[src/ice51_pkg.sv]
package ice51_pkg;

   ////////////////////////////////////////////////////////////////////////////
   // uart timing and code memory

   localparam int BIT_CYCLES = 104;               // clocks per serial bit
   localparam int BIT_CW     = $clog2(BIT_CYCLES);
   localparam int CODE_WORDS = 64;                // boot image length
   localparam int CODE_AW    = $clog2(CODE_WORDS);

   // loader receive states
   localparam logic [1:0] RX_IDLE  = 2'b00;
   localparam logic [1:0] RX_START = 2'b01;
   localparam logic [1:0] RX_DATA  = 2'b11;
   localparam logic [1:0] RX_STOP  = 2'b10;

   // movx register map
   localparam logic [15:0] TX_STAT_ADDR = 16'h0200;
   localparam logic [15:0] TX_DATA_ADDR = 16'h0201;

   ////////////////////////////////////////////////////////////////////////////
   // opcodes

   localparam logic [7:0] OP_INCA   = 8'h04;
   localparam logic [7:0] OP_DECA   = 8'h14;
   localparam logic [7:0] OP_RL     = 8'h23;
   localparam logic [7:0] OP_ADDAI  = 8'h24;  // add a,#imm
   localparam logic [7:0] OP_JC     = 8'h40;
   localparam logic [7:0] OP_ORLA   = 8'h44;  // orl a,#imm
   localparam logic [7:0] OP_JNC    = 8'h50;
   localparam logic [7:0] OP_ANLAI  = 8'h54;
   localparam logic [7:0] OP_JZ     = 8'h60;
   localparam logic [7:0] OP_XRLA   = 8'h64;  // xrl a,#imm
   localparam logic [7:0] OP_JNZ    = 8'h70;
   localparam logic [7:0] OP_MOVAI  = 8'h74;
   localparam logic [7:0] OP_SJMP   = 8'h80;
   localparam logic [7:0] OP_MOVDP  = 8'h90;  // mov dptr,#imm16
   localparam logic [7:0] OP_CLRC   = 8'hC3;
   localparam logic [7:0] OP_SWAP   = 8'hC4;
   localparam logic [7:0] OP_SETBC  = 8'hD3;
   localparam logic [7:0] OP_MOVXAD = 8'hE0;  // movx a,@dptr
   localparam logic [7:0] OP_CLRA   = 8'hE4;
   localparam logic [7:0] OP_MOVXDA = 8'hF0;  // movx @dptr,a
   localparam logic [7:0] OP_CPLA   = 8'hF4;

   // core sequencing
   typedef enum logic [2:0] {
      ST_FETCH   = 3'd0,
      ST_DECODE0 = 3'd1,
      ST_DECODE1 = 3'd2,
      ST_DECODE2 = 3'd3,
      ST_EXECUTE = 3'd4
   } cpu_state_t;

endpackage

[src/cpu_if.sv]
`timescale 1ns/1ns

interface cpu_if;
   logic [7:0] op;       // latched opcode
   logic [7:0] h_data;   // first operand byte
   logic [7:0] l_data;   // second operand byte
   logic       exec;
   logic       hold;     // stretch execute
   logic       acc_zero;
   logic       carry;

   modport seq (
      output op,
      output h_data,
      output l_data,
      output exec,
      input  hold,
      input  acc_zero,
      input  carry
   );

   modport dp (
      input  op,
      input  h_data,
      input  l_data,
      input  exec,
      output hold,
      output acc_zero,
      output carry
   );
endinterface

[src/uart_loader.sv]
`timescale 1ns/1ns

module uart_loader (
   input  logic                          i_clk,
   input  logic                          i_nrst,
   input  logic                          i_uart_rx,
   output logic                          o_code_wr,
   output logic [ice51_pkg::CODE_AW-1:0] o_code_addr,
   output logic [7:0]                    o_code_wdata,
   output logic                          o_load_done
);
   import ice51_pkg::*;

   logic [1:0]         rx_sync;     // two flop resync
   logic               rx;
   logic [1:0]         rx_state;
   logic [BIT_CW-1:0]  smp_cnt;
   logic [7:0]         rx_data;
   logic [CODE_AW-1:0] byte_cnt;
   logic               half_bit;
   logic               full_bit;
   logic               stop_seen;

   assign rx        = rx_sync[1];
   assign half_bit  = smp_cnt == BIT_CW'(BIT_CYCLES / 2 - 1);
   assign full_bit  = smp_cnt == BIT_CW'(BIT_CYCLES - 1);
   assign stop_seen = (rx_state == RX_STOP) && full_bit;

   always_ff @(posedge i_clk or negedge i_nrst) begin
      if (!i_nrst) begin
         rx_sync  <= 2'b11;
         rx_state <= RX_IDLE;
         smp_cnt  <= '0;
      end else begin
         rx_sync <= {rx_sync[0], i_uart_rx};
         smp_cnt <= smp_cnt + 1'b1;
         case (rx_state)
            RX_IDLE: begin
               smp_cnt <= '0;
               if (!rx) rx_state <= RX_START;        // falling edge of start bit
            end
            RX_START: begin
               if (half_bit) begin                   // middle of start bit
                  smp_cnt  <= '0;
                  rx_state <= RX_DATA;
               end
            end
            RX_DATA: begin
               if (full_bit) begin
                  smp_cnt <= '0;
                  if (rx_data[0]) rx_state <= RX_STOP;  // marker reached bit 0
               end
            end
            default: begin
               if (full_bit) rx_state <= RX_IDLE;
            end
         endcase
      end
   end

   // marker bit walks down as the data bits shift in, lsb first
   always_ff @(posedge i_clk) begin
      if (rx_state == RX_IDLE && !rx) rx_data <= 8'h80;
      else if (rx_state == RX_DATA && full_bit) rx_data <= {rx, rx_data[7:1]};
   end

   always_ff @(posedge i_clk or negedge i_nrst) begin
      if (!i_nrst) begin
         o_code_wr   <= 1'b0;
         byte_cnt    <= '0;
         o_load_done <= 1'b0;
      end else begin
         o_code_wr <= stop_seen;
         if (o_code_wr) byte_cnt <= byte_cnt + 1'b1;
         if (stop_seen && byte_cnt == CODE_AW'(CODE_WORDS - 1)) o_load_done <= 1'b1;
      end
   end

   assign o_code_addr  = byte_cnt;
   assign o_code_wdata = rx_data;

   // host sends exactly one image per reset
   a_no_write_after_done: assert property (
      @(posedge i_clk) disable iff (!i_nrst) o_load_done |=> !o_code_wr
   ) else $error("code write after load_done");

endmodule

[src/code_ram.sv]
`timescale 1ns/1ns

module code_ram (
   input  logic                          i_clk,
   input  logic                          i_wr,
   input  logic [ice51_pkg::CODE_AW-1:0] i_waddr,
   input  logic [7:0]                    i_wdata,
   input  logic [ice51_pkg::CODE_AW-1:0] i_raddr,
   output logic [7:0]                    o_rdata
);
   import ice51_pkg::*;

   logic [7:0] mem [CODE_WORDS];

   // written only by the loader
   always_ff @(posedge i_clk) begin
      if (i_wr) mem[i_waddr] <= i_wdata;
   end

   // data shows up one cycle after the address
   always_ff @(posedge i_clk) begin
      o_rdata <= mem[i_raddr];
   end

endmodule

[src/cpu_sequencer.sv]
`timescale 1ns/1ns

module cpu_sequencer (
   input  logic                          i_clk,
   input  logic                          i_nrst,
   input  logic                          i_load_done,
   output logic [ice51_pkg::CODE_AW-1:0] o_code_addr,
   input  logic [7:0]                    i_code_rdata,
   cpu_if.seq                            bus
);
   import ice51_pkg::*;

   cpu_state_t         state;
   cpu_state_t         state_next;
   logic [CODE_AW-1:0] pc;
   logic [CODE_AW-1:0] pc_next;
   logic [7:0]         op_q;
   logic [7:0]         h_q;
   logic [7:0]         l_q;
   logic               take;        // branch taken in execute

   function automatic logic has_operand(input logic [7:0] op);
      case (op)
         OP_ADDAI, OP_ANLAI, OP_ORLA, OP_XRLA, OP_MOVAI,
         OP_JC, OP_JNC, OP_JZ, OP_JNZ, OP_SJMP, OP_MOVDP: has_operand = 1'b1;
         default: has_operand = 1'b0;
      endcase
   endfunction

   ////////////////////////////////////////////////////////////////////////////
   // state

   always_comb begin
      state_next = state;
      case (state)
         ST_FETCH:   if (i_load_done) state_next = ST_DECODE0;
         ST_DECODE0: state_next = has_operand(i_code_rdata) ? ST_DECODE1 : ST_EXECUTE;
         ST_DECODE1: state_next = (op_q == OP_MOVDP) ? ST_DECODE2 : ST_EXECUTE;
         ST_DECODE2: state_next = ST_EXECUTE;
         ST_EXECUTE: if (!bus.hold) state_next = ST_FETCH;
         default:    state_next = ST_FETCH;
      endcase
   end

   always_ff @(posedge i_clk or negedge i_nrst) begin
      if (!i_nrst) state <= ST_FETCH;
      else state <= state_next;
   end

   // opcode and operands, one byte per decode cycle
   always_ff @(posedge i_clk) begin
      if (state == ST_DECODE0) op_q <= i_code_rdata;
      if (state == ST_DECODE1) h_q <= i_code_rdata;
      if (state == ST_DECODE2) l_q <= i_code_rdata;
   end

   ////////////////////////////////////////////////////////////////////////////
   // program counter

   always_comb begin
      case (op_q)
         OP_SJMP: take = 1'b1;
         OP_JZ:   take = bus.acc_zero;
         OP_JNZ:  take = ~bus.acc_zero;
         OP_JC:   take = bus.carry;
         OP_JNC:  take = ~bus.carry;
         default: take = 1'b0;
      endcase
   end

   // pc steps once per byte read, so in execute it already points past the
   // instruction; low bits of rel are enough since pc wraps at CODE_AW
   always_comb begin
      pc_next = pc;
      if (state_next inside {ST_DECODE0, ST_DECODE1, ST_DECODE2}) begin
         pc_next = pc + 1'b1;
      end else if (state == ST_EXECUTE && !bus.hold && take) begin
         pc_next = pc + h_q[CODE_AW-1:0];
      end
   end

   always_ff @(posedge i_clk or negedge i_nrst) begin
      if (!i_nrst) pc <= '0;
      else pc <= pc_next;
   end

   assign o_code_addr = pc;
   assign bus.op      = op_q;
   assign bus.h_data  = h_q;
   assign bus.l_data  = l_q;
   assign bus.exec    = state == ST_EXECUTE;

   a_state_legal: assert property (
      @(posedge i_clk) disable iff (!i_nrst)
      state inside {ST_FETCH, ST_DECODE0, ST_DECODE1, ST_DECODE2, ST_EXECUTE}
   ) else $error("illegal core state %0d", state);

endmodule

[src/cpu_datapath.sv]
`timescale 1ns/1ns

module cpu_datapath (
   input  logic       i_clk,
   input  logic       i_nrst,
   cpu_if.dp          bus,
   output logic       o_tx_valid,
   output logic [7:0] o_tx_data,
   input  logic       i_tx_ready
);
   import ice51_pkg::*;

   logic [7:0]  acc;
   logic [7:0]  acc_next;
   logic        carry;
   logic        carry_next;
   logic [15:0] dptr;
   logic [8:0]  sum;            // add with carry out in bit 8
   logic        tx_wr;          // movx write aimed at the transmitter
   logic        tx_take;

   assign sum     = {1'b0, acc} + {1'b0, bus.h_data};
   assign tx_wr   = (bus.op == OP_MOVXDA) && (dptr == TX_DATA_ADDR);
   assign tx_take = o_tx_valid & i_tx_ready;

   // stall until the transmitter has the byte
   assign bus.hold     = bus.exec & tx_wr & ~tx_take;
   assign bus.acc_zero = acc == 8'h00;
   assign bus.carry    = carry;

   ////////////////////////////////////////////////////////////////////////////
   // alu

   always_comb begin
      acc_next   = acc;
      carry_next = carry;
      case (bus.op)
         OP_INCA:  acc_next = acc + 8'd1;          // carry untouched
         OP_DECA:  acc_next = acc - 8'd1;
         OP_RL:    acc_next = {acc[6:0], acc[7]};
         OP_ADDAI: begin
            acc_next   = sum[7:0];
            carry_next = sum[8];
         end
         OP_ANLAI: acc_next = acc & bus.h_data;
         OP_ORLA:  acc_next = acc | bus.h_data;
         OP_XRLA:  acc_next = acc ^ bus.h_data;
         OP_MOVAI: acc_next = bus.h_data;
         OP_SWAP:  acc_next = {acc[3:0], acc[7:4]};
         OP_CLRA:  acc_next = 8'h00;
         OP_CPLA:  acc_next = ~acc;
         OP_SETBC: carry_next = 1'b1;
         OP_CLRC:  carry_next = 1'b0;
         OP_MOVXAD: begin
            // only the status register reads back
            acc_next = (dptr == TX_STAT_ADDR) ? {7'd0, ~i_tx_ready} : 8'h00;
         end
         default: ;                                 // unknown op is a nop
      endcase
   end

   always_ff @(posedge i_clk or negedge i_nrst) begin
      if (!i_nrst) begin
         acc   <= 8'h00;
         carry <= 1'b0;
         dptr  <= 16'h0000;
      end else if (bus.exec) begin
         acc   <= acc_next;
         carry <= carry_next;
         if (bus.op == OP_MOVDP) dptr <= {bus.h_data, bus.l_data};  // high byte first
      end
   end

   ////////////////////////////////////////////////////////////////////////////
   // transmit handshake

   always_ff @(posedge i_clk or negedge i_nrst) begin
      if (!i_nrst) begin
         o_tx_valid <= 1'b0;
      end else if (tx_take) begin
         o_tx_valid <= 1'b0;
      end else if (bus.exec && tx_wr) begin
         o_tx_valid <= 1'b1;
      end
   end

   always_ff @(posedge i_clk) begin
      if (bus.exec && tx_wr) o_tx_data <= acc;  // acc frozen while execute stalls
   end

   a_tx_stable: assert property (
      @(posedge i_clk) disable iff (!i_nrst)
      o_tx_valid && !i_tx_ready |=> o_tx_valid && $stable(o_tx_data)
   ) else $error("tx byte changed while waiting for ready");

endmodule

[src/uart_tx.sv]
`timescale 1ns/1ns

module uart_tx (
   input  logic       i_clk,
   input  logic       i_nrst,
   input  logic       i_tx_valid,
   input  logic [7:0] i_tx_data,
   output logic       o_tx_ready,
   output logic       o_uart_tx
);
   import ice51_pkg::*;

   logic [3:0]        bit_cnt;     // bits left in the frame
   logic [BIT_CW-1:0] smp_cnt;
   logic [9:0]        shreg;       // stop, data, start, shifted out from bit 0
   logic              bit_end;

   assign o_tx_ready = bit_cnt == 4'd0;
   assign bit_end    = smp_cnt == BIT_CW'(BIT_CYCLES - 1);
   assign o_uart_tx  = shreg[0];   // ones fill in behind the stop bit

   always_ff @(posedge i_clk or negedge i_nrst) begin
      if (!i_nrst) begin
         bit_cnt <= 4'd0;
         smp_cnt <= '0;
         shreg   <= '1;
      end else if (i_tx_valid && o_tx_ready) begin
         bit_cnt <= 4'd10;
         smp_cnt <= '0;
         shreg   <= {1'b1, i_tx_data, 1'b0};
      end else if (!o_tx_ready) begin
         if (bit_end) begin
            smp_cnt <= '0;
            bit_cnt <= bit_cnt - 4'd1;
            shreg   <= {1'b1, shreg[9:1]};  // lsb first
         end else begin
            smp_cnt <= smp_cnt + 1'b1;
         end
      end
   end

   // counter and shift register must agree on an idle line
   a_idle_high: assert property (
      @(posedge i_clk) disable iff (!i_nrst) o_tx_ready |-> o_uart_tx
   ) else $error("tx line low while ready");

endmodule

[src/ice51_top.sv]
`timescale 1ns/1ns

module ice51_top (
   input  logic i_clk,
   input  logic i_nrst,
   input  logic i_uart_rx,
   output logic o_uart_tx
);
   import ice51_pkg::*;

   logic               code_wr;
   logic [CODE_AW-1:0] code_waddr;
   logic [7:0]         code_wdata;
   logic [CODE_AW-1:0] code_raddr;
   logic [7:0]         code_rdata;
   logic               load_done;
   logic               tx_valid;
   logic [7:0]         tx_data;
   logic               tx_ready;

   cpu_if cpu_bus ();

   ////////////////////////////////////////////////////////////////////////////
   // boot path

   uart_loader uart_loader_inst (
      .i_clk        (i_clk),
      .i_nrst       (i_nrst),
      .i_uart_rx    (i_uart_rx),
      .o_code_wr    (code_wr),
      .o_code_addr  (code_waddr),
      .o_code_wdata (code_wdata),
      .o_load_done  (load_done)
   );

   code_ram code_ram_inst (
      .i_clk   (i_clk),
      .i_wr    (code_wr),
      .i_waddr (code_waddr),
      .i_wdata (code_wdata),
      .i_raddr (code_raddr),
      .o_rdata (code_rdata)
   );

   ////////////////////////////////////////////////////////////////////////////
   // core and transmitter

   cpu_sequencer cpu_sequencer_inst (
      .i_clk        (i_clk),
      .i_nrst       (i_nrst),
      .i_load_done  (load_done),
      .o_code_addr  (code_raddr),
      .i_code_rdata (code_rdata),
      .bus          (cpu_bus.seq)
   );

   cpu_datapath cpu_datapath_inst (
      .i_clk      (i_clk),
      .i_nrst     (i_nrst),
      .bus        (cpu_bus.dp),
      .o_tx_valid (tx_valid),
      .o_tx_data  (tx_data),
      .i_tx_ready (tx_ready)
   );

   uart_tx uart_tx_inst (
      .i_clk      (i_clk),
      .i_nrst     (i_nrst),
      .i_tx_valid (tx_valid),
      .i_tx_data  (tx_data),
      .o_tx_ready (tx_ready),
      .o_uart_tx  (o_uart_tx)
   );

endmodule

[config.mk]
export PLATFORM = sky130hd
export DESIGN_NAME = ice51_top
export DESIGN_NICKNAME = d
export VERILOG_FILES = /design/src/ice51_pkg.sv /design/src/cpu_if.sv /design/src/uart_loader.sv /design/src/code_ram.sv /design/src/cpu_sequencer.sv /design/src/cpu_datapath.sv /design/src/uart_tx.sv /design/src/ice51_top.sv
export SDC_FILE = /design/constraint.sdc
export NUM_CORES = 1
export LEC_CHECK = 0
export BUFFER_PORTS_ARGS = -buffer_cell sky130_fd_sc_hd__clkbuf_2
export CAP_MARGIN = 20
export CORE_MARGIN = 1.5
export CORE_UTILIZATION = 63
export DETAILED_ROUTE_END_ITERATION = 8
export GPL_TIMING_DRIVEN = 0
export PLACE_DENSITY = 0.86
export SLEW_MARGIN = 25
export SYNTH_ARGS = -nofsm -noshare
export SYNTH_HDL_FRONTEND = slang
export SYNTH_SLANG_ARGS = --single-unit
[constraint.sdc]
create_clock -name i_clk -period 4.26 [get_ports i_clk]
set_clock_uncertainty 0.2 [all_clocks]
set_input_delay 1.278 -clock i_clk [delete_from_list [all_inputs] [get_ports i_clk]]
set_output_delay 1.278 -clock i_clk [all_outputs]
set_load 0.005 [all_outputs]
==> results of run 1 <==
[worst min-delay path by stage]
stage / depth (start not counted) / startpoint / end
final: 0 / uart_loader_inst.rx_sync[0]$_DFF_PN1_ / uart_loader_inst.rx_sync[1]$_DFF_PN1_
after global routing: 0 / uart_loader_inst.rx_sync[0]$_DFF_PN1_ / uart_loader_inst.rx_sync[1]$_DFF_PN1_
after CTS: 0 / uart_loader_inst.rx_sync[0]$_DFF_PN1_ / uart_loader_inst.rx_sync[1]$_DFF_PN1_
after detailed placement: 0 / uart_loader_inst.rx_sync[0]$_DFF_PN1_ / uart_loader_inst.rx_sync[1]$_DFF_PN1_
after global placement: 0 / uart_loader_inst.rx_sync[0]$_DFF_PN1_ / uart_loader_inst.rx_sync[1]$_DFF_PN1_
after floorplan: 0 / uart_loader_inst.rx_sync[0]$_DFF_PN1_ / uart_loader_inst.rx_sync[1]$_DFF_PN1_
[through the flow]
| step | total power [mW] | cell area (µm²) | util [%] |
|---|---|---|---|
| floorplan | 6.781 | 26210 | - |
| global placement | 6.797 | 26890 | 65.71 |
| detailed placement | 6.796 | 27080 | 66.16 |
| CTS | 12.28 | 29120 | 71.16 |
| global route | 12.51 | 29130 | 71.19 |
| finish | 12.25 | 29130 | 71.19 |
[area by class of cell]
cell class	instances	area, µm²	area share [%]
plain buffers	69	299.0	1.026
clock buffers	75	1619	5.557
clock inverters	34	425.4	1.460
inverters	31	116.4	0.3994
multi-input cells	737	7338	25.19
flip-flops and latches	634	18540	63.64
well taps	532	665.6	2.285
repair buffers	9	128.9	0.4423
[metal layers]
layer | GRT usage, % | up-vias | wire, µm
met5 | 0 | - | 0
met4 | 13.57 | 0 | 2624
met3 | 6.091 | 179 | 6547
met2 | 51.51 | 1018 | 32090
met1 | 41.68 | 7502 | 23040
li1 | - | 6033 | -
[power by group through the flow]
stage / clock network (mW) / logic [mW] / registers [mW]
floorplan: 0 / 0.000203 / 6.78
global placement: 0 / 0.0158 / 6.78
detailed placement: 0 / 0.0172 / 6.78
CTS: 5.62 / 0.0172 / 6.65
global route: 5.85 / 0.0191 / 6.64
finish: 5.59 / 0.0163 / 6.65
[cells by family after synthesis]
kind of cell               synth area share [%]
and+or+nand+nor                           6.029
adders and majority gates                 1.709
buffers and inverters                     1.575
AOI/OAI and AO/OA                         3.905
xor gates and xnor gates                 0.6683
DFF                                       70.66
muxes                                     15.46
[placed cells by master, fill, tap and decap left out, types with 12 or more instances in the layout]
cell and count:
nand2_1 76, nand2b_1 12, mux2_2 20, xnor2_1 13
a21oi_1 43, o21ai_0 43, ha_1 31, nor2b_1 15
nand3_1 38, clkbuf_1 46, edfxtp_1 544, inv_1 31
mux4_2 165, dfrtp_1 63, buf_2 24, clkinv_2 15
nor2_1 104, a22oi_1 12, nor3_1 16, clkbuf_16 61
[critical path, stage by stage (launching register included)]
cell and delay (ns):
dfrtp_1 0.57, buf_2 0.35, buf_1 0.70, clkbuf_1 0.74, mux4_2 0.47, mux4_2 0.59
a22oi_1 0.27, nand2_1 0.07
==> impl_metrics.tcl, run 1 <==
set metrics [dict create \
    run_status "complete, no violations" \
    syn-mean-instance-area_um2 17.82 \
    r2r_end "code_ram_inst.o_rdata[3]$_DFF_P_" \
    synthMostInstantiatedCell "edfxtp_1" \
    comb_power_share_pct 0.1 \
    synth_seq_cells 634 \
    cts.repair_timing.setup_buffer_count 0 \
    dp_hpwl_um 38680 \
    place.port_buffers 3 \
    post_layout_nonfiller_instances 2121 \
    clk_root_buffer_cell "clkbuf_16" \
    top_register "code_ram_inst.mem" \
    ys_warn_count 0 \
    via_count 14732 \
    top_area_cells_in_the_synthesized_netlist "edfxtp_1 (62%), mux4_2 (14%), dfrtp_1 (6.0%)" \
    post_synthesis_cell_count 1471 \
    hold_path_class "flip-flop to flip-flop" \
    final_antenna_net_count 0 \
    clock_power_share_pct 45.6 \
    numCtsBuffers 59 \
    crit_path_start "cpu_sequencer_inst.o_code_addr[1]$_DFFE_PN0P_" \
    max_ffs_per_register 512 \
    timing.critical_path.fanout_max 10 \
    report.final.hold_viol_count 0 \
    row_count 74 \
    setup_viol 0 \
    crit_end_category "flip-flop" \
    layout.filler_cells 2310 \
    critical_path_required_ns 4.55 \
    synth_top_area_share_pct 62.32 \
    fmaxAchievable_mhz 244.6 \
    reg.largest.list "code_ram_inst.mem x512, cpu_datapath_inst.dptr x16, uart_tx_inst.shreg x9" \
    clkTransAtPathRegs_ns 0.06 \
    top_level_ports 4 \
    grt_antenna_before_repair 0 \
    area_of_the_die_um2 42840 \
    sequential_to_total_area_share_from_yosys_stat_pct 70.66 \
    cts.htree.levels 2 \
    timing.setup.critical_path_class "flip-flop to flip-flop" \
    final.setup.worst_slack_ns 0.1710 \
    globalplace.congestion 0.9262 \
    grtUsageTotal_pct 31.41 \
    clockBufferDepth 3 \
    power.switching_mw 2.320 \
    grt_first_pass_wirelength_um 95310 \
    totalWireLength_um 64300 \
    core_footprint_um2 40920 \
    grt_pass1_vias 14809 \
    count_of_flip_flops_with_a_built_in_enable_after_synthesis 544 \
    cts-hold-fix-buffers 0 \
    clkSinkCount 634 \
    p_seq_share_pct 54.2 \
    async_flop_share_pct 11.67 \
    rsz0062_at_grt "no" \
    overflow 0 \
    post_cts_resize_count 0 \
    worstReg2RegStart "cpu_sequencer_inst.o_code_addr[1]$_DFFE_PN0P_" \
    timing_worst_slew_pin_value_ns 1.094 \
    detail_route.drc_violations 0 \
    critPathArrivalTime_ns 4.38 \
    worst-r2r-cell-count 7 \
    wl_per_cell_um 30.32 \
    slew-limit-headroom_pct 26.80 \
    crit_end "code_ram_inst.o_rdata[3]$_DFF_P_" \
    setup_total_negative_slack_ns 0 \
    cts_tree "done" \
    clk-insertion-delay-late_ns 0.62 \
    share_of_the_clock_period_used_by_the_worst_path_pct 95.99 \
    numPlacedInstances 2012 \
    syn_to_final_growth_pct 11.15 \
    post_synthesis_cell_type_with_the_largest_combined_area "edfxtp_1" \
    ys.flop_type "edfxtp_1" \
    detail_route.vias_per_cell 6.946 \
    max_cap_viol_count 0 \
    syn-num-nets 1508 \
    finalWorstPathRequiredPeriod_ns 4.089 \
    internal-power_mw 9.935 \
    synthTopCellsByCount "edfxtp_1 (544), mux4_2 (165), nor2_1 (107)" \
    pre_cts_ws_ns 0.3800 \
    report.final.slew_viol_count 0 \
    power_density_normalized_to_cell_area_nw_per_um2 420.6 \
    drt-initial-drc-count 1687 \
    number_of_antenna_cells_inserted 0 \
    total_leakage_power_nw 10.46 \
    irDropWorstVdd_uv 403.5 \
    layout.nets 1578 \
    die_x_um 207.0 \
    drive_above_1_share_pct 22.22 \
    maximum_number_of_pins_on_one_net_before_global_route_repair 75 \
    synthesis.area_um2 26210 \
    fin_hold_ws_ns 0.1592 \
    detailedRoute.firstPassIterationCount 6 \
    power.share.switching_pct 18.93 \
    crit_path_start_kind "flip-flop" \
    die_height_um 207.0 \
    effective_utilization_at_floorplan_pct 64.05 \
    ys_types 67 \
    worst-r2r-setup-slack_ns 0.17 \
]
No activity file was read; power rests on OpenSTA's default activity.
==> inputs of run 2 (changes only) <==
--- a/config.mk
+++ b/config.mk
@@ -8,10 +8,11 @@
 export BUFFER_PORTS_ARGS = -buffer_cell sky130_fd_sc_hd__clkbuf_2
 export CAP_MARGIN = 20
 export CORE_MARGIN = 1.5
-export CORE_UTILIZATION = 63
+export CORE_UTILIZATION = 55
 export DETAILED_ROUTE_END_ITERATION = 8
 export GPL_TIMING_DRIVEN = 0
-export PLACE_DENSITY = 0.86
+export PLACE_DENSITY = 0.77
+export SETUP_SLACK_MARGIN = 0.3
 export SLEW_MARGIN = 25
 export SYNTH_ARGS = -nofsm -noshare
 export SYNTH_HDL_FRONTEND = slang
==> run 2 against run 1 <==
Clock power is 4.7% lower. Register-to-register slack better by 0.26 ns. Critical path depth stayed put. Fmax is 6.8% higher. Worst hold slack worse by 0.0032 ns. Highest routed layer unchanged. Critical endpoint is now code_ram_inst.o_rdata[6]$_DFF_P_. Via count is 3.7% lower. Sequential share of layout area is 0.18 points lower. Sequential power hardly changed. Flip-flop and latch count stayed put. Setup slack better by 0.26 ns. Largest cell class unchanged.
==> impl_metrics.tcl, run 2 (synthesized netlist as in run 1, its figures left out) <==
set metrics [dict create \
    row_count 79 \
    comb_power_share_pct 0.2 \
    internal-power_mw 9.659 \
    place.port_buffers 3 \
    timing.setup.critical_path_class "flip-flop to flip-flop" \
    power.share.switching_pct 19.48 \
    clkTransAtPathRegs_ns 0.06 \
    timing_worst_slew_pin_value_ns 1.119 \
    die_x_um 221.3 \
    share_of_the_clock_period_used_by_the_worst_path_pct 89.90 \
    cts_tree "done" \
    via_count 14187 \
    overflow 0 \
    drive_above_1_share_pct 22.06 \
    effective_utilization_at_floorplan_pct 56.07 \
    grt_first_pass_wirelength_um 89930 \
    clk-insertion-delay-late_ns 0.63 \
    wl_per_cell_um 26.95 \
    finalWorstPathRequiredPeriod_ns 3.830 \
    grt_pass1_vias 14264 \
    detailedRoute.firstPassIterationCount 7 \
    layout.nets 1583 \
    detail_route.vias_per_cell 6.437 \
    clockBufferDepth 3 \
    design_power_total_mw 12.00 \
    cts.htree.levels 2 \
    worst-r2r-cell-count 7 \
    global_route.usage.met1_pct 34.27 \
    globalplace.congestion 0.9254 \
    timing.critical_path.fanout_max 10 \
    leading_cell_type_in_the_layout_fill_and_taps_excluded "edfxtp_1" \
    pre_cts_ws_ns 0.3942 \
    irDropWorstVdd_uv 582.5 \
    area_of_the_die_um2 48980 \
    grt_most_used_layer "met2" \
    total_leakage_power_nw 10.44 \
    report.final.slew_viol_count 0 \
    critical_path_required_ns 4.55 \
    power_density_normalized_to_cell_area_nw_per_um2 410.6 \
    clkSinkCount 634 \
    worst_hold_path.num_cells 0 \
    die_height_um 221.3 \
    max_ffs_per_register 512 \
    critPathArrivalTime_ns 4.12 \
    detail_route.drc_violations 0 \
    top_level_ports 4 \
    max_cap_viol_count 0 \
    placed_cell_area_um2 27230 \
    top_register "code_ram_inst.mem" \
    hold_path_class "flip-flop to flip-flop" \
    maximum_number_of_pins_on_one_net_before_global_route_repair 67 \
    final_antenna_net_count 0 \
    syn_to_final_growth_pct 11.46 \
    report.final.hold_viol_count 0 \
    cts.repair_timing.setup_buffer_count 0 \
    cts-hold-fix-buffers 0 \
    drt-initial-drc-count 1580 \
    setup_total_negative_slack_ns 0 \
    grt_antenna_before_repair 1 \
    layout.cell_area.non_filler_um2 29220 \
    grt_use_met2_pct 40.71 \
    setup_viol 0 \
    power.switching_mw 2.336 \
    fmaxAchievable_mhz 261.1 \
    totalWireLength_um 59400 \
    dp_hpwl_um 38040 \
    core_footprint_um2 46750 \
    clock_power_share_pct 44.4 \
    rsz0062_at_grt "yes" \
    numCtsBuffers 61 \
    grtUsageTotal_pct 24.83 \
    p_seq_share_pct 55.4 \
    fin_hold_ws_ns 0.1560 \
    reg.largest.list "code_ram_inst.mem x512, cpu_datapath_inst.dptr x16, uart_tx_inst.shreg x9" \
    mostFrequentLayoutCells "edfxtp_1 (544), mux4_2 (165), nor2_1 (107)" \
    clk_root_buffer_cell "clkbuf_16" \
    post_cts_resize_count 0 \
    use_met3_pct 4.023 \
    slew-limit-headroom_pct 25.12 \
    final.setup.worst_slack_ns 0.4302 \
    crit_end_category "flip-flop" \
    run_status "complete, no violations" \
    crit_path_start_kind "flip-flop" \
]
==> run 2: cell count changes in the layout (fill, tap and decap cells not counted), moves of 2 or more <==
cell        change
clkinvlp_2      -2
buf_2           -2
clkbuf_1        -3
inv_6           +2
nor2_2          -3
buf_16          +2
buf_4           +2
clkbuf_8        -4
nor2_1          +3
bufinv_16       -4
clkinv_1        +8
clkinvlp_4      +4
==> run 2: worst paths after layout <==
check | startpoint | endpoint | slack, ns
worst max register to register | cpu_sequencer_inst.o_code_addr[1]$_DFFE_PN0P_ | code_ram_inst.o_rdata[6]$_DFF_P_ | 0.43
max in group asynchronous | i_nrst | uart_loader_inst.rx_sync[0]$_DFF_PN1_ | 2.80
worst min register to register | uart_loader_inst.rx_sync[0]$_DFF_PN1_ | uart_loader_inst.rx_sync[1]$_DFF_PN1_ | 0.16
worst max-delay path | cpu_sequencer_inst.o_code_addr[1]$_DFFE_PN0P_ | code_ram_inst.o_rdata[6]$_DFF_P_ | 0.43
worst min-delay path | uart_loader_inst.rx_sync[0]$_DFF_PN1_ | uart_loader_inst.rx_sync[1]$_DFF_PN1_ | 0.16
min in group asynchronous | i_nrst | cpu_datapath_inst.acc[2]$_DFFE_PN0P_ | 0.42
==> run 2: layout make-up <==
type	instances	area, µm²
fillers	3151	17540
multi-input cells	737	7345
diodes	1	2.502
repair buffers	12	193.9
well taps	607	759.5
inverters	31	116.4
clock inverters	42	384.1
plain buffers	69	300.3
clock buffers	71	1574
flip-flops and latches	634	18540
==> run 2: per-layer routing <==
layer	wire, µm	vias to the layer above
li1	-	6040
met4	1801	0
met1	23360	7269
met3	4639	130
met2	29600	748
met5	0	-
==> run 2: metrics by stage <==
step / util, % / instances
2_1_floorplan: - / 1471
3_3_place_gp: 57.72 / 2081
3_5_place_dp: 58.24 / 2090
4_1_cts: 62.43 / 2203
5_1_grt: 62.49 / 2203
6_report: 62.49 / 2204
==> run 2: worst max-delay path, stage by stage (launching register included) <==
cell      delay (ns)
dfrtp_1         0.56
buf_2           0.33
buf_1           0.62
clkbuf_1        0.70
mux4_2          0.43
mux4_2          0.54
a22oi_1         0.21
nand2_1         0.08
==> run 2: power groups by stage <==
| stage | Clock [mW] | Combinational [mW] | Sequential [mW] |
|---|---|---|---|
| global route | 5.63 | 0.0217 | 6.64 |
| detailed placement | 0 | 0.0199 | 6.78 |
| finish | 5.33 | 0.0186 | 6.65 |
| global placement | 0 | 0.0156 | 6.78 |
| CTS | 5.40 | 0.0199 | 6.65 |
| floorplan | 0 | 0.000203 | 6.78 |
==> inputs of run 3 (changes only) <==
--- a/config.mk
+++ b/config.mk
@@ -8,10 +8,10 @@
 export BUFFER_PORTS_ARGS = -buffer_cell sky130_fd_sc_hd__clkbuf_2
 export CAP_MARGIN = 20
 export CORE_MARGIN = 1.5
-export CORE_UTILIZATION = 55
+export CORE_UTILIZATION = 30
 export DETAILED_ROUTE_END_ITERATION = 8
 export GPL_TIMING_DRIVEN = 0
-export PLACE_DENSITY = 0.77
+export PLACE_DENSITY = 0.51
 export SETUP_SLACK_MARGIN = 0.3
 export SLEW_MARGIN = 25
 export SYNTH_ARGS = -nofsm -noshare
==> run 3 against run 2 <==
Sequential power barely moved. Flip-flop and latch count did not move. Via count fell by 2.9%. Critical path depth did not move. Non-clock buffer count rose by 1. Clock-buffer cell count rose by 22. Cell count rose by 25%. Critical endpoint is now code_ram_inst.o_rdata[0]$_DFF_P_. Highest routed layer unchanged.
==> impl_metrics.tcl, run 3 (synthesized netlist as in run 1, its figures left out) <==
set metrics [dict create \
    cts.htree.levels 3 \
    report.final.slew_viol_count 0 \
    pre_cts_ws_ns -0.01705 \
    crit_path_start_kind "flip-flop" \
    maximum_number_of_pins_on_one_net_before_global_route_repair 75 \
    total_leakage_power_nw 10.59 \
    rsz0062_at_grt "no" \
    final_antenna_net_count 0 \
    overflow 0 \
    layout.nets 1591 \
    irDropWorstVdd_uv 371.5 \
    cts_tree "done" \
    syn_to_final_growth_pct 15.20 \
    route.met3.wl_um 2566 \
    effective_utilization_at_floorplan_pct 30.26 \
    place.port_buffers 3 \
    detail_route.vias_per_cell 4.987 \
    slew-limit-headroom_pct 30.46 \
    critPathArrivalTime_ns 4.00 \
    hold_path_class "flip-flop to flip-flop" \
    placed_cell_area_um2 27930 \
    cts.repair_timing.setup_buffer_count 0 \
    design_power_total_mw 12.59 \
    run_status "complete, no violations" \
    layout.filler_cells 8167 \
    clockBufferDepth 3 \
    row_count 108 \
    top_level_ports 4 \
    timing.critical_path.fanout_max 10 \
    detail_route.drc_violations 0 \
    finalWorstPathRequiredPeriod_ns 3.711 \
    wl_met2_um 30880 \
    wl_per_cell_um 22.79 \
    final.setup.worst_slack_ns 0.5487 \
    core_footprint_um2 86620 \
    detailedRoute.firstPassIterationCount 6 \
    numCtsBuffers 68 \
    layout.cell_area.non_filler_um2 30200 \
    power.switching_mw 2.526 \
    drive_above_1_share_pct 22.70 \
    critical_path_required_ns 4.55 \
    topRoutingLayerUsed "met4" \
    setup_total_negative_slack_ns 0 \
    via_count 13778 \
    grtUsageTotal_pct 14.26 \
    leading_cell_type_in_the_layout_fill_and_taps_excluded "edfxtp_1" \
    area_of_the_die_um2 89160 \
    cts-hold-fix-buffers 0 \
    mostFrequentLayoutCells "edfxtp_1 (544), mux4_2 (165), nor2_1 (102)" \
    clkSinkCount 634 \
    max_ffs_per_register 512 \
    dp_hpwl_um 41190 \
    worst-r2r-setup-slack_ns 0.55 \
    totalWireLength_um 62960 \
    grt_antenna_before_repair 0 \
    crit_end_category "flip-flop" \
    internal-power_mw 10.07 \
    p_seq_share_pct 52.8 \
    top_register "code_ram_inst.mem" \
    drt-met1-wl_um 28040 \
    share_of_the_clock_period_used_by_the_worst_path_pct 87.12 \
    clk-insertion-delay-late_ns 0.62 \
    power.share.switching_pct 20.06 \
    timing_worst_slew_pin_value_ns 1.043 \
    clk_root_buffer_cell "clkbuf_16" \
    number_of_antenna_cells_inserted 0 \
    timing.setup.critical_path_class "flip-flop to flip-flop" \
    setup_viol 0 \
    final_core_utilization_pct 34.86 \
    globalplace.congestion 0.8610 \
    clkTransAtPathRegs_ns 0.06 \
    drt-initial-drc-count 1380 \
    die_x_um 298.6 \
    clock_power_share_pct 47.1 \
    comb_power_share_pct 0.1 \
    report.final.hold_viol_count 0 \
    fmaxAchievable_mhz 269.4 \
    max_cap_viol_count 0 \
    grt_pass1_vias 14275 \
    reg.largest.list "code_ram_inst.mem x512, cpu_datapath_inst.dptr x16, uart_tx_inst.shreg x9" \
    die_height_um 298.6 \
    power_density_normalized_to_cell_area_nw_per_um2 417.0 \
    grt_first_pass_wirelength_um 94500 \
]
## run 3: changes by cell type in the layout (fill, tap and decap cells not counted), sizes merged
cell      before  now
clkbuf       110  133
bufinv         6    5
clkinvlp       5    1
diode          1    0
clkinv        28   22
## run 3: critical path: stages (launching register included)
cell	delay, ns
dfrtp_1	0.53
buf_2	0.33
buf_1	0.59
buf_1	0.65
mux4_2	0.44
mux4_2	0.48
a22oi_1	0.25
nand2_1	0.09
## run 3: area by class of cell
class	count	area (µm²)	share of cell area, %
plain buffers	69	304.0	1.007
clock buffers	93	1857	6.149
well taps	1155	1445	4.786
inverters	31	116.4	0.3853
clock inverters	31	396.6	1.313
flip-flops and latches	634	18550	61.43
multi-input cells	737	7347	24.33
repair buffers	13	181.4	0.6008
## run 3: worst paths after layout
| kind | start | to | cells past startpoint |
|---|---|---|---|
| max | cpu_sequencer_inst.o_code_addr[1]$_DFFE_PN0P_ | code_ram_inst.o_rdata[0]$_DFF_P_ | 7 |
| min | uart_loader_inst.rx_sync[0]$_DFF_PN1_ | uart_loader_inst.rx_sync[1]$_DFF_PN1_ | 0 |
| max reg2reg | cpu_sequencer_inst.o_code_addr[1]$_DFFE_PN0P_ | code_ram_inst.o_rdata[0]$_DFF_P_ | 7 |
| min reg2reg | uart_loader_inst.rx_sync[0]$_DFF_PN1_ | uart_loader_inst.rx_sync[1]$_DFF_PN1_ | 0 |
| max in group asynchronous | i_nrst | cpu_datapath_inst.dptr[7]$_DFFE_PN0P_ | 1 |
| min in group asynchronous | i_nrst | uart_tx_inst.smp_cnt[4]$_DFFE_PN0P_ | 1 |
## run 3: layer usage
metal  vias up  GRT usage, %
met5         -             0
met4         0         4.121
met3        89         2.087
met2       334         23.62
met1      7279         19.51
li1       6076             -
## run 3: through the flow
stage	hold slack, ns	std cells
2_1_floorplan	0.1452	1471
3_3_place_gp	0.1485	2629
3_5_place_dp	0.1507	2639
4_1_cts	0.1589	2763
5_1_grt	0.1605	2763
6_report	0.1563	2763
## run 3: power by group through the flow
stage	combinational [mW]	sequential, mW	clock, mW
4_1_cts	0.0173	6.65	6.06
3_5_place_dp	0.0172	6.78	0
3_3_place_gp	0.0163	6.78	0
5_1_grt	0.0192	6.64	6.30
2_1_floorplan	0.000203	6.78	0
6_report	0.0159	6.65	5.93
## run 3: timing repair
action	CTS	global route
gates cloned	0	0
pin swaps	0	0
endpoints found under the setup margin	4	5
resized for setup	2	6
